--- config.mk ---
export PLATFORM = sky130hd
export DESIGN_NAME = conv_top
export DESIGN_NICKNAME = d
export VERILOG_FILES = /design/src/common/conv_pkg.sv /design/src/conv_ctrl/conv_ctrl.sv /design/src/conv_frame/conv_frame.sv /design/src/verilog/conv_act.sv /design/src/verilog/conv_mac.sv /design/src/verilog/conv_top.sv
export SDC_FILE = /design/constraint.sdc
export NUM_CORES = 2
export LEC_CHECK = 0
export BUFFER_PORTS_ARGS = -buffer_cell sky130_fd_sc_hd__clkbuf_2
export CORE_MARGIN = 2
export CORE_UTILIZATION = 42
export DETAILED_ROUTE_END_ITERATION = 7
export PLACE_DENSITY = 0.68
export RECOVER_POWER = 25
export SYNTH_ARGS = -nofsm -noshare
export SYNTH_HDL_FRONTEND = slang
export SYNTH_SLANG_ARGS = --single-unit
--- constraint.sdc ---
create_clock -name clk -period 16 [get_ports clk]
set_input_delay 1.6 -clock clk [delete_from_list [all_inputs] [get_ports clk]]
set_output_delay 1.6 -clock clk [all_outputs]
set_load 0.02 [all_outputs]
--- src/common/conv_pkg.sv ---
package conv_pkg;

	// --------------------
	// datapath widths
	localparam int DATA_W = 8;
	localparam int PROD_W = 16;
	localparam int ACC_W  = 20;
	localparam int OUT_W  = 16;
	localparam int SIZE_W = 4;
	localparam int ADDR_W = 6;

	// --------------------
	// kernel and image geometry
	localparam int KERNEL      = 3;
	localparam int TAPS        = KERNEL * KERNEL;
	localparam int IMG_MIN     = 3;
	localparam int IMG_MAX     = 8;
	localparam int FRAME_DEPTH = IMG_MAX * IMG_MAX;
	localparam int COORD_W     = $clog2(IMG_MAX);
	localparam int IDX_W       = $clog2(TAPS);

	// --------------------
	// activation and saturation
	localparam int LEAK_DIV = 10;
	localparam int OUT_MAX  = 32767;
	localparam int OUT_MIN  = -32768;

	// controller states
	localparam logic [1:0] ST_IDLE = 2'd0;
	localparam logic [1:0] ST_FILT = 2'd1;
	localparam logic [1:0] ST_IMG  = 2'd2;
	localparam logic [1:0] ST_SCAN = 2'd3;

endpackage

--- src/conv_ctrl/conv_ctrl.sv ---
`timescale 1ns/10ps

module conv_ctrl (
	input  logic                         clk,
	input  logic                         rst_n,
	input  logic                         filter_valid,
	input  logic                         image_valid,
	input  logic [conv_pkg::SIZE_W-1:0]  image_size,
	input  logic                         pad_mode,
	input  logic                         act_mode,
	output logic                         coef_we,
	output logic [conv_pkg::IDX_W-1:0]   coef_idx,
	output logic                         pix_we,
	output logic [conv_pkg::ADDR_W-1:0]  pix_addr,
	output logic                         scan_valid,
	output logic [conv_pkg::COORD_W-1:0] scan_row,
	output logic [conv_pkg::COORD_W-1:0] scan_col,
	output logic [conv_pkg::SIZE_W-1:0]  size_reg,
	output logic                         pad_reg,
	output logic                         act_reg
);
	import conv_pkg::*;

	logic [1:0]         state;
	logic [ADDR_W-1:0]  load_cnt;
	logic [COORD_W-1:0] row_cnt;
	logic [COORD_W-1:0] col_cnt;
	logic [ADDR_W:0]    pix_total;
	logic               last_coef;
	logic               last_pix;
	logic               last_col;
	logic               last_row;

	assign pix_total = size_reg * size_reg;
	assign last_coef = (load_cnt == ADDR_W'(TAPS - 1));
	assign last_pix  = ({1'b0, load_cnt} == pix_total - 1'b1);
	assign last_col  = (col_cnt == size_reg - 1'b1);
	assign last_row  = (row_cnt == size_reg - 1'b1);

	always_ff @(posedge clk or negedge rst_n) begin
		if (!rst_n) begin
			state      <= ST_IDLE;
			load_cnt   <= '0;
			row_cnt    <= '0;
			col_cnt    <= '0;
			coef_we    <= 1'b0;
			coef_idx   <= '0;
			pix_we     <= 1'b0;
			pix_addr   <= '0;
			scan_valid <= 1'b0;
			scan_row   <= '0;
			scan_col   <= '0;
			size_reg   <= SIZE_W'(IMG_MIN);
			pad_reg    <= 1'b0;
			act_reg    <= 1'b0;
		end else begin
			// strobes default low
			coef_we    <= 1'b0;
			pix_we     <= 1'b0;
			scan_valid <= 1'b0;
			case (state)
				ST_IDLE: begin
					if (filter_valid) begin
						// config rides on the first coefficient
						size_reg <= image_size;
						pad_reg  <= pad_mode;
						act_reg  <= act_mode;
						coef_we  <= 1'b1;
						coef_idx <= '0;
						load_cnt <= ADDR_W'(1);
						state    <= ST_FILT;
					end else if (image_valid) begin
						pix_we   <= 1'b1;
						pix_addr <= '0;
						load_cnt <= ADDR_W'(1);
						state    <= ST_IMG;
					end
				end
				ST_FILT: begin
					if (filter_valid) begin
						coef_we  <= 1'b1;
						coef_idx <= IDX_W'(load_cnt);
						load_cnt <= load_cnt + 1'b1;
						if (last_coef)
							state <= ST_IDLE;
					end
				end
				ST_IMG: begin
					if (image_valid) begin
						pix_we   <= 1'b1;
						pix_addr <= load_cnt;
						load_cnt <= load_cnt + 1'b1;
						if (last_pix) begin
							row_cnt <= '0;
							col_cnt <= '0;
							state   <= ST_SCAN;
						end
					end
				end
				ST_SCAN: begin
					// one window per cycle, raster order
					scan_valid <= 1'b1;
					scan_row   <= row_cnt;
					scan_col   <= col_cnt;
					if (last_col) begin
						col_cnt <= '0;
						row_cnt <= row_cnt + 1'b1;
						if (last_row)
							state <= ST_IDLE;
					end else begin
						col_cnt <= col_cnt + 1'b1;
					end
				end
				default: state <= ST_IDLE;
			endcase
		end
	end

endmodule

--- src/conv_frame/conv_frame.sv ---
`timescale 1ns/10ps

module conv_frame (
	input  logic                                         clk,
	input  logic                                         rst_n,
	input  logic                                         pix_we,
	input  logic [conv_pkg::ADDR_W-1:0]                  pix_addr,
	input  logic signed [conv_pkg::DATA_W-1:0]           in_data,
	input  logic                                         scan_valid,
	input  logic [conv_pkg::COORD_W-1:0]                 scan_row,
	input  logic [conv_pkg::COORD_W-1:0]                 scan_col,
	input  logic [conv_pkg::SIZE_W-1:0]                  size_reg,
	input  logic                                         pad_reg,
	output logic                                         win_valid,
	output logic [conv_pkg::TAPS*conv_pkg::DATA_W-1:0]   window
);
	import conv_pkg::*;

	logic signed [DATA_W-1:0] frame [FRAME_DEPTH];
	logic signed [DATA_W-1:0] pix_q;
	logic [TAPS*DATA_W-1:0]   win_nxt;

	// neighbour coordinate inside the image
	function automatic logic coord_ok(input logic signed [COORD_W+1:0] v,
	                                  input logic [SIZE_W-1:0] n);
		return (v >= 0) && (v < $signed({1'b0, n}));
	endfunction

	// nearest edge coordinate
	function automatic logic [COORD_W-1:0] clamp_coord(input logic signed [COORD_W+1:0] v,
	                                                   input logic [SIZE_W-1:0] n);
		if (v < 0)
			return '0;
		if (v >= $signed({1'b0, n}))
			return COORD_W'(n - 1'b1);
		return v[COORD_W-1:0];
	endfunction

	// pixel delayed to meet the registered write strobe
	always_ff @(posedge clk) begin
		pix_q <= in_data;
		if (pix_we)
			frame[pix_addr] <= pix_q;
	end

	// --------------------
	// 3x3 gather around (scan_row, scan_col)
	always_comb begin : gather
		logic signed [COORD_W+1:0] nr;
		logic signed [COORD_W+1:0] nc;
		logic [COORD_W-1:0]        rc;
		logic [COORD_W-1:0]        cc;
		logic [ADDR_W-1:0]         addr;
		logic                      in_img;
		win_nxt = '0;
		for (int dr = 0; dr < KERNEL; dr++) begin
			for (int dc = 0; dc < KERNEL; dc++) begin
				nr     = (COORD_W + 2)'($signed({2'b00, scan_row}) + dr - 1);
				nc     = (COORD_W + 2)'($signed({2'b00, scan_col}) + dc - 1);
				rc     = clamp_coord(nr, size_reg);
				cc     = clamp_coord(nc, size_reg);
				in_img = coord_ok(nr, size_reg) && coord_ok(nc, size_reg);
				addr   = rc * size_reg + cc;
				// border reads 0 unless replicating
				win_nxt[(dr*KERNEL + dc)*DATA_W +: DATA_W] =
					(in_img || pad_reg) ? frame[addr] : '0;
			end
		end
	end

	always_ff @(posedge clk) begin
		if (scan_valid)
			window <= win_nxt;
	end

	always_ff @(posedge clk or negedge rst_n) begin
		if (!rst_n)
			win_valid <= 1'b0;
		else
			win_valid <= scan_valid;
	end

endmodule

--- src/verilog/conv_act.sv ---
`timescale 1ns/10ps

module conv_act (
	input  logic                              clk,
	input  logic                              rst_n,
	input  logic                              sum_valid,
	input  logic signed [conv_pkg::ACC_W-1:0] sum,
	input  logic                              act_reg,
	output logic                              out_valid,
	output logic signed [conv_pkg::OUT_W-1:0] out_data
);
	import conv_pkg::*;

	logic signed [ACC_W-1:0] quot;
	logic signed [OUT_W-1:0] act_nxt;

	always_comb begin
		// signed divide truncates toward zero
		quot = ACC_W'(sum / LEAK_DIV);
		if (!sum[ACC_W-1])
			act_nxt = (sum > OUT_MAX) ? OUT_W'(OUT_MAX) : sum[OUT_W-1:0];
		else if (!act_reg)
			act_nxt = '0;
		else
			act_nxt = (quot < OUT_MIN) ? OUT_W'(OUT_MIN) : quot[OUT_W-1:0];
	end

	always_ff @(posedge clk or negedge rst_n) begin
		if (!rst_n) begin
			out_valid <= 1'b0;
			out_data  <= '0;
		end else begin
			out_valid <= sum_valid;
			// idle output held at zero
			out_data  <= sum_valid ? act_nxt : '0;
		end
	end

endmodule

--- src/verilog/conv_mac.sv ---
`timescale 1ns/10ps

module conv_mac (
	input  logic                                        clk,
	input  logic                                        rst_n,
	input  logic                                        coef_we,
	input  logic [conv_pkg::IDX_W-1:0]                  coef_idx,
	input  logic signed [conv_pkg::DATA_W-1:0]          in_data,
	input  logic                                        win_valid,
	input  logic [conv_pkg::TAPS*conv_pkg::DATA_W-1:0]  window,
	output logic                                        sum_valid,
	output logic signed [conv_pkg::ACC_W-1:0]           sum
);
	import conv_pkg::*;

	logic signed [DATA_W-1:0] coef [TAPS];
	logic signed [DATA_W-1:0] in_q;
	logic signed [PROD_W-1:0] prod [TAPS];
	logic signed [ACC_W-1:0]  pair [TAPS/2];
	logic signed [ACC_W-1:0]  quad [2];
	logic signed [ACC_W-1:0]  sum_nxt;
	logic                     prod_valid;

	// in_data delayed to meet the registered write strobe
	always_ff @(posedge clk) begin
		in_q <= in_data;
		if (coef_we)
			coef[coef_idx] <= in_q;
	end

	// stage one, products
	always_ff @(posedge clk) begin
		if (win_valid) begin
			for (int k = 0; k < TAPS; k++)
				prod[k] <= $signed(window[k*DATA_W +: DATA_W]) * coef[k];
		end
	end

	// --------------------
	// adder tree, 9 -> 1
	always_comb begin
		for (int k = 0; k < TAPS/2; k++)
			pair[k] = prod[2*k] + prod[2*k + 1];
		quad[0] = pair[0] + pair[1];
		quad[1] = pair[2] + pair[3];
		sum_nxt = (quad[0] + quad[1]) + prod[TAPS-1];
	end

	always_ff @(posedge clk) begin
		if (prod_valid)
			sum <= sum_nxt;
	end

	always_ff @(posedge clk or negedge rst_n) begin
		if (!rst_n) begin
			prod_valid <= 1'b0;
			sum_valid  <= 1'b0;
		end else begin
			prod_valid <= win_valid;
			sum_valid  <= prod_valid;
		end
	end

endmodule

--- src/verilog/conv_top.sv ---
`timescale 1ns/10ps

module conv_top (
	input  logic                              clk,
	input  logic                              rst_n,
	input  logic                              filter_valid,
	input  logic                              image_valid,
	input  logic [conv_pkg::SIZE_W-1:0]       image_size,
	input  logic                              pad_mode,
	input  logic                              act_mode,
	input  logic signed [conv_pkg::DATA_W-1:0] in_data,
	output logic                              out_valid,
	output logic signed [conv_pkg::OUT_W-1:0] out_data
);
	import conv_pkg::*;

	logic                     coef_we;
	logic [IDX_W-1:0]         coef_idx;
	logic                     pix_we;
	logic [ADDR_W-1:0]        pix_addr;
	logic                     scan_valid;
	logic [COORD_W-1:0]       scan_row;
	logic [COORD_W-1:0]       scan_col;
	logic [SIZE_W-1:0]        size_reg;
	logic                     pad_reg;
	logic                     act_reg;
	logic                     win_valid;
	logic [TAPS*DATA_W-1:0]   window;
	logic                     sum_valid;
	logic signed [ACC_W-1:0]  sum;

	conv_ctrl conv_ctrl_inst (
		.clk, .rst_n, .filter_valid, .image_valid, .image_size, .pad_mode, .act_mode,
		.coef_we, .coef_idx, .pix_we, .pix_addr,
		.scan_valid, .scan_row, .scan_col, .size_reg, .pad_reg, .act_reg
	);

	conv_frame conv_frame_inst (
		.clk, .rst_n, .pix_we, .pix_addr, .in_data,
		.scan_valid, .scan_row, .scan_col, .size_reg, .pad_reg,
		.win_valid, .window
	);

	conv_mac conv_mac_inst (
		.clk, .rst_n, .coef_we, .coef_idx, .in_data,
		.win_valid, .window, .sum_valid, .sum
	);

	conv_act conv_act_inst (
		.clk, .rst_n, .sum_valid, .sum, .act_reg,
		.out_valid, .out_data
	);

endmodule
# Word-level counts from Yosys, hierarchy flattened
# Memory sizes are Yosys's and may differ from the RTL's. A register that Yosys moved wholly into a read port is not among the register bits.
# Cells that the tools add are included.
dict set report totals {
  regBits 87
  ramBits 728
  wordCells 245
  n_memories 3
}
dict set report classes {
  addsub 32
  mul 13
  div_mod_pow 1
  order_cmp 26
  eq_ne 17
  muxes 86
  n_reduce_logical 46
}
# name words width rd rd_clocked_by_memory_dff wr line_no
set memory_table {}
lappend memory_table {conv_frame_inst.frame 64 8 9 9 1 conv_frame.sv:19} ;# logic signed [DATA_W-1:0] frame [FRAME_DEPTH];
lappend memory_table {conv_mac_inst.prod 9 16 9 0 9 conv_mac.sv:18} ;# logic signed [PROD_W-1:0] prod [TAPS];
lappend memory_table {conv_mac_inst.coef 9 8 9 0 1 conv_mac.sv:16} ;# logic signed [DATA_W-1:0] coef [TAPS];
# op n
set op_table {}
lappend op_table {{$mul 8x8->16} 9}
lappend op_table {{$mux 3} 28}
lappend op_table {{$mux 16} 5}
lappend op_table {{$add 16x16->17} 4}
lappend op_table {{$add 20x20->20} 3}
lappend op_table {{$add 6x3->6} 9}
lappend op_table {{$mux 6} 7}
lappend op_table {{$div 32x5->32 const B} 1}
lappend op_table {{$mux 1} 29}
lappend op_table {{$add 20x16->20} 1}
lappend op_table {{$ge 5x1->1 const B} 4}
lappend op_table {{$ge 5x5->1} 4}
lappend op_table {{$gt 20x16->1 const B} 1}
lappend op_table {{$lt 20x16->1 const B} 1}
lappend op_table {{$lt 5x1->1 const B} 4}
lappend op_table {{$lt 5x5->1} 4}
lappend op_table {{$sub 4x1->5 const B} 4}
lappend op_table {{$mul 3x4->6} 3}
lappend op_table {{$pmux 6 s3} 1}
lappend op_table {{$mux 2} 8}
lappend op_table {{$logic_and 1x1->1} 15}
lappend op_table {{$pmux 3 s2} 2}
lappend op_table {{$pmux 6 s2} 1}
lappend op_table {{$reduce_and 4->1} 3}
lappend op_table {{33 further kinds} 70}

# Longest topological paths before layout
dict set report logic_depth {
  ltp_word 9
  ltp_mapped 38
}

# Modules after synthesis
# A second synthesis with hierarchy kept.
dict set report hier_totals {
  cells_unflattened 8296
  hier_area_um2 99315.3
}
# mod instances cells_each area_per_inst_um2 seq_area_each_um2
set by_module_without_submodules {}
lappend by_module_without_submodules {conv_frame 1 4225 58703.8 17722.0}
lappend by_module_without_submodules {conv_mac 1 3211 33808.7 7297.0}
lappend by_module_without_submodules {conv_act 1 615 4312.9 425.4}
lappend by_module_without_submodules {conv_ctrl 1 245 2489.9 978.4}

# Worst setup path before layout
# Ideal clock, no wire load.
dict set report synth_path {
  path_kind {flip-flop to flip-flop}
  from {register conv_mac_inst.sum[4] in the netlist's numbering}
  to {register conv_act_inst.out_data[10] in the netlist's numbering}
  setup_ps 150
  t_arrival_ps 7538
  setup_slack_ps 8312
  path_stages_with_launch 33
  path_cell_list {edfxtp_1 > nor4_2 > buf_2 > a41oi_2 > xor2_1 > nor4b_1 > o22ai_2 > a31oi_4 > a211oi_4 > buf_4 > nor3_1 > a2111oi_2 > nor3_2 > or4_1 > a31oi_1 > buf_2 > nor2_1 > o221a_2 > o21ai_1 > nor4_1 > a221o_1 > nor2_2 > mux2_2 > a211o_1 > a211oi_2 > or3_1 > ha_1 > clkbuf_1 > a31o_2 > o21ai_2 > o211ai_1 > buf_6 > a211oi_2}
}
dict set report synth_between {
  elab_chain_len 6
}
# item line_no
set synth_lines {}
lappend synth_lines {{from (decl)} conv_mac.sv:12} ;# output logic signed [conv_pkg::ACC_W-1:0] sum
lappend synth_lines {{from (signal assigned)} conv_mac.sv:51} ;# sum <= sum_nxt;
lappend synth_lines {{$div 32x5->32} conv_act.sv:19} ;# quot = ACC_W'(sum / LEAK_DIV);
lappend synth_lines {{$lt 20x16->1} conv_act.sv:25} ;# act_nxt = (quot < OUT_MIN) ? OUT_W'(OUT_MIN) : quot[OUT_W-1:0];
lappend synth_lines {{$mux 16} conv_act.sv:25}
lappend synth_lines {{$mux 16} conv_act.sv:22} ;# else if (!act_reg)
lappend synth_lines {{$mux 16 *} conv_act.sv:20} ;# if (!sum[ACC_W-1])
lappend synth_lines {{$mux 16 *} conv_act.sv:35} ;# out_data <= sum_valid ? act_nxt : '0;
lappend synth_lines {{to (signal assigned)} conv_act.sv:35}
lappend synth_lines {{to (decl)} conv_act.sv:10} ;# output logic signed [conv_pkg::OUT_W-1:0] out_data
# Every way passes the cells marked *; elsewhere a longest branch is shown, timed or not.
# A chain may end at the register's enable or synchronous reset.

# Final worst setup path
dict set report layout_path {
  from {register conv_mac_inst.sum[4] in the netlist's numbering}
  to {register conv_act_inst.out_data[9] in the netlist's numbering}
}
# Same word-level chain as after synthesis.

==> run summary <==
• effective utilization at floorplan: 42.34%
• post-synth top area share: 33.43%
• data arrival at the endpoint of the critical path: 11.25 ns
• max reg flops: 512
• most used standard cell by instance count after synthesis: sky130_fd_sc_hd__mux4_2
• final estimated routing congestion in global placement: 0.9635
• Port-buffer cells: 34
• overall die area: 231000 um2
• Layout fillers: 19420
• start-to-end type of the worst setup path: reg2reg
• clk_lat worst skew: 0.82 ns
• crit path max-delay cell type: sky130_fd_sc_hd__nor4_2
• register-to-register setup slack: 5.30 ns
• ratio of routed vias to standard cells: 6.964
• area growth from synthesis to layout: 8.444%
• final number of hold-violating endpoints: 0
• number of DRC violations after detailed-routing iteration 0: 10440
• endpoint of the lowest-slack register-to-register path: conv_act_inst.out_data[9]
• number of antenna violations at the first check in global routing: 23
• unrepaired setup endpoints after global routing: no
• number of hold-repair buffers added at the cts stage: 0
• Final Setup Violations: 0
• Crit path required time: 16.55 ns
• Boundary Pins: 35
• # nets final: 7736
• number of resized instances in the post-cts repair step: 0
• Netlist Area Pre-Place: 95410 um2
• primary flip-flop cell chosen by synthesis mapping: sky130_fd_sc_hd__edfxtp_1
• Startpoint Class: flip-flop
• share of async-settable or async-resettable flops after synthesis: 6.652%
• clock tree from TritonCTS: yes
• Netlist cell types: 108
• CTS clock-pin slew for the worst setup and hold paths: 0.05 ns
• Row Count: 174
• Max Clk Rate: 93.46 MHz
• # H-tree levels: 3
• Worst Path Max Fanout: 15
• number of nets in the synthesized netlist: 7871
• Horiz. Die Dim: 480.6 um
• clk buf depth: 3
• Reg-to-Reg Start: conv_mac_inst.sum[4]
• worst hold stages: 0
• Detail Placement HPWL: 216400 um
• number of clock sinks seen by CTS: 887
• post-DR wirelength/cell: 33.29 um
• Worst setup EP type: flip-flop
• largest stage delay on the critical path: 1.06 ns
• Pre-antenna DRT Iters: 8
• maximum number of pins on one net before global-route repair: 117
• slew at the pin closest to its max-slew limit: 4.390 ns
• Synth Register Bits: 887
• most used standard cells in the synthesized netlist: sky130_fd_sc_hd__mux4_2 (1416), sky130_fd_sc_hd__edfxtp_1 (820), sky130_fd_sc_hd__inv_1 (625)
• biggest registers after layout: conv_frame_inst.frame: 512 flops, conv_mac_inst.prod: 144 flops
• Avg Synthesized Cell Area: 13.93 um2
• source of the worst hold timing path: conv_mac_inst.sum_valid
• largest cells by area after synthesis: sky130_fd_sc_hd__mux4_2 (33%), sky130_fd_sc_hd__edfxtp_1 (26%), sky130_fd_sc_hd__fa_1 (12%)
• Largest delay share family, worst path: compound AO/OA/AOI/OAI gates
• number of buffers inserted to repair setup after CTS: 0
• synthesis warning total: 0
• remaining routing DRC violations: 29
• register with the highest flop count: conv_frame_inst.frame
• Post-synth EDFFs: 820
• number of buffers created by CTS: 103
• area inside the core boundary: 225300 um2
• class of the most critical hold timing path: reg2reg
• detailed-route via count: 68320
• proportion of layout cells with a drive suffix above 1: 29.06%
• Worst Hold Path EP: conv_act_inst.out_valid
• number of instances in the synthesized netlist: 6847
• R2R depth: 26
• post-route minimum period: 10.70 ns
• period utilization: 66.87%
• global-route usage over all layers: 28.18%
• final slew viol count: 536
• headroom to the max-slew limit: -192.7%
• number of global-route vias before repair: 67920
• failing checks: design-rule violations, max-capacitance violations, max-slew violations
• crit path buf inv count: 0
• cell type with the highest aggregate area in the netlist: sky130_fd_sc_hd__mux4_2
• sequential-to-total area share from yosys stat: 27.53%
• Clock Skews: 0.1092 ns
• Total Routed Length: 326600 um
• Routed Antenna Nets: 0
• height of the die: 480.6 um
• outcome: finished, violations left
• count of max-cap constraint violations: 9
• total negative slack for setup checks: 0 ns
• aggregate global routing overflow: 0
• first-pass GRT wire length: 474100 um
• clock root cell: sky130_fd_sc_hd__clkbuf_16
[cells in the final DEF (no fill, tap or decap), drive strengths merged, types with 57 or more instances in the layout]
cell type,n
nand2,284
and2,360
mux4,1416
a211oi,192
a21oi,258
nand2b,83
inv,637
fa,570
o21bai,118
nor2b,139
xor2,93
edfxtp,820
o21ai,80
clkbuf,154
dfrtp,57
nor2,159
ha,436
buf,138
xnor2,248
mux2i,102
[cells by family after synthesis]
| logic type | synth area share (%) |
|---|---|
| compound gates | 5.989 |
| buf+inv | 4.164 |
| simple gates | 6.760 |
| flops | 27.53 |
| xor+xnor | 3.138 |
| fa+ha+maj | 17.69 |
| mux | 34.73 |
[worst max-delay path by stage]
stage	startpoint	end	slack, ns	cells after the start
global placement	conv_mac_inst.sum[4]	conv_act_inst.out_data[9]	5.53	26
floorplan	conv_mac_inst.sum[4]	conv_act_inst.out_data[10]	8.31	32
finish	conv_mac_inst.sum[4]	conv_act_inst.out_data[9]	5.30	26
global route	conv_mac_inst.sum[4]	conv_act_inst.out_data[9]	4.50	26
detailed placement	conv_mac_inst.sum[4]	conv_act_inst.out_data[9]	5.45	26
CTS	conv_mac_inst.sum[4]	conv_act_inst.out_data[9]	5.40	26
[layout make-up]
cell class | count | area [um2] | share of cell area, %
timing repair buffer | 179 | 1330 | 1.286
sequential | 887 | 26270 | 25.39
clock inverter | 77 | 1090 | 1.053
antenna | 21 | 52.55 | 0.05079
tap | 2992 | 3744 | 3.618
multi-input combinational | 4913 | 65970 | 63.77
clock buffer | 113 | 2646 | 2.558
inverter | 628 | 2357 | 2.278
[per-layer routing]
metal	track usage, %	up-vias	wire (um)
met5	0.5592	-	629
met1	34.19	34580	108600
li1	-	26500	-
met3	12.90	1408	50370
met2	40.99	5785	141000
met4	16.89	39	25980
[worst register-to-register path, cell delays in order (launching register included)]
cell	delay (ns)
sky130_fd_sc_hd__edfxtp_1	0.48
sky130_fd_sc_hd__nor4_2	1.06
sky130_fd_sc_hd__nand4_2	0.38
sky130_fd_sc_hd__mux2i_1	0.26
sky130_fd_sc_hd__nor2_1	0.43
sky130_fd_sc_hd__o22ai_2	0.25
sky130_fd_sc_hd__a2111oi_4	0.90
sky130_fd_sc_hd__nor3_1	0.16
sky130_fd_sc_hd__a2111oi_2	0.56
sky130_fd_sc_hd__nor3_2	0.18
sky130_fd_sc_hd__or4_1	0.56
sky130_fd_sc_hd__a31oi_1	0.76
sky130_fd_sc_hd__o32ai_1	0.22
sky130_fd_sc_hd__and3_4	0.25
sky130_fd_sc_hd__o31ai_1	0.36
sky130_fd_sc_hd__mux2i_1	0.13
sky130_fd_sc_hd__a221o_1	0.37
sky130_fd_sc_hd__nor2_2	0.49
sky130_fd_sc_hd__mux2_2	0.41
sky130_fd_sc_hd__a211o_1	0.35
sky130_fd_sc_hd__a211oi_2	0.47
sky130_fd_sc_hd__or3_1	0.20
sky130_fd_sc_hd__ha_1	0.31
sky130_fd_sc_hd__a31o_2	0.21
sky130_fd_sc_hd__o21ai_2	0.06
sky130_fd_sc_hd__o211ai_1	0.54
sky130_fd_sc_hd__nor2_1	0.16
[stage by stage]
step           instance area (um2)  hold WS, ns  utilization (%)  cells  worst slack [ns]
6_report                    103500       0.5035            45.92   9810             5.301
5_1_grt                     103400       0.5030            45.90   9791             4.501
4_1_cts                     103500       0.4930            45.91   9789             5.396
3_5_place_dp                 99720       0.4795            44.25   9599             5.452
3_3_place_gp                 99720       0.4826            44.25   9599             5.533
2_1_floorplan                95410       0.3877                -   6847             8.312
Power is not shown: default switching activity piles up to over one toggle a cycle in this logic, so the estimate is an artifact.
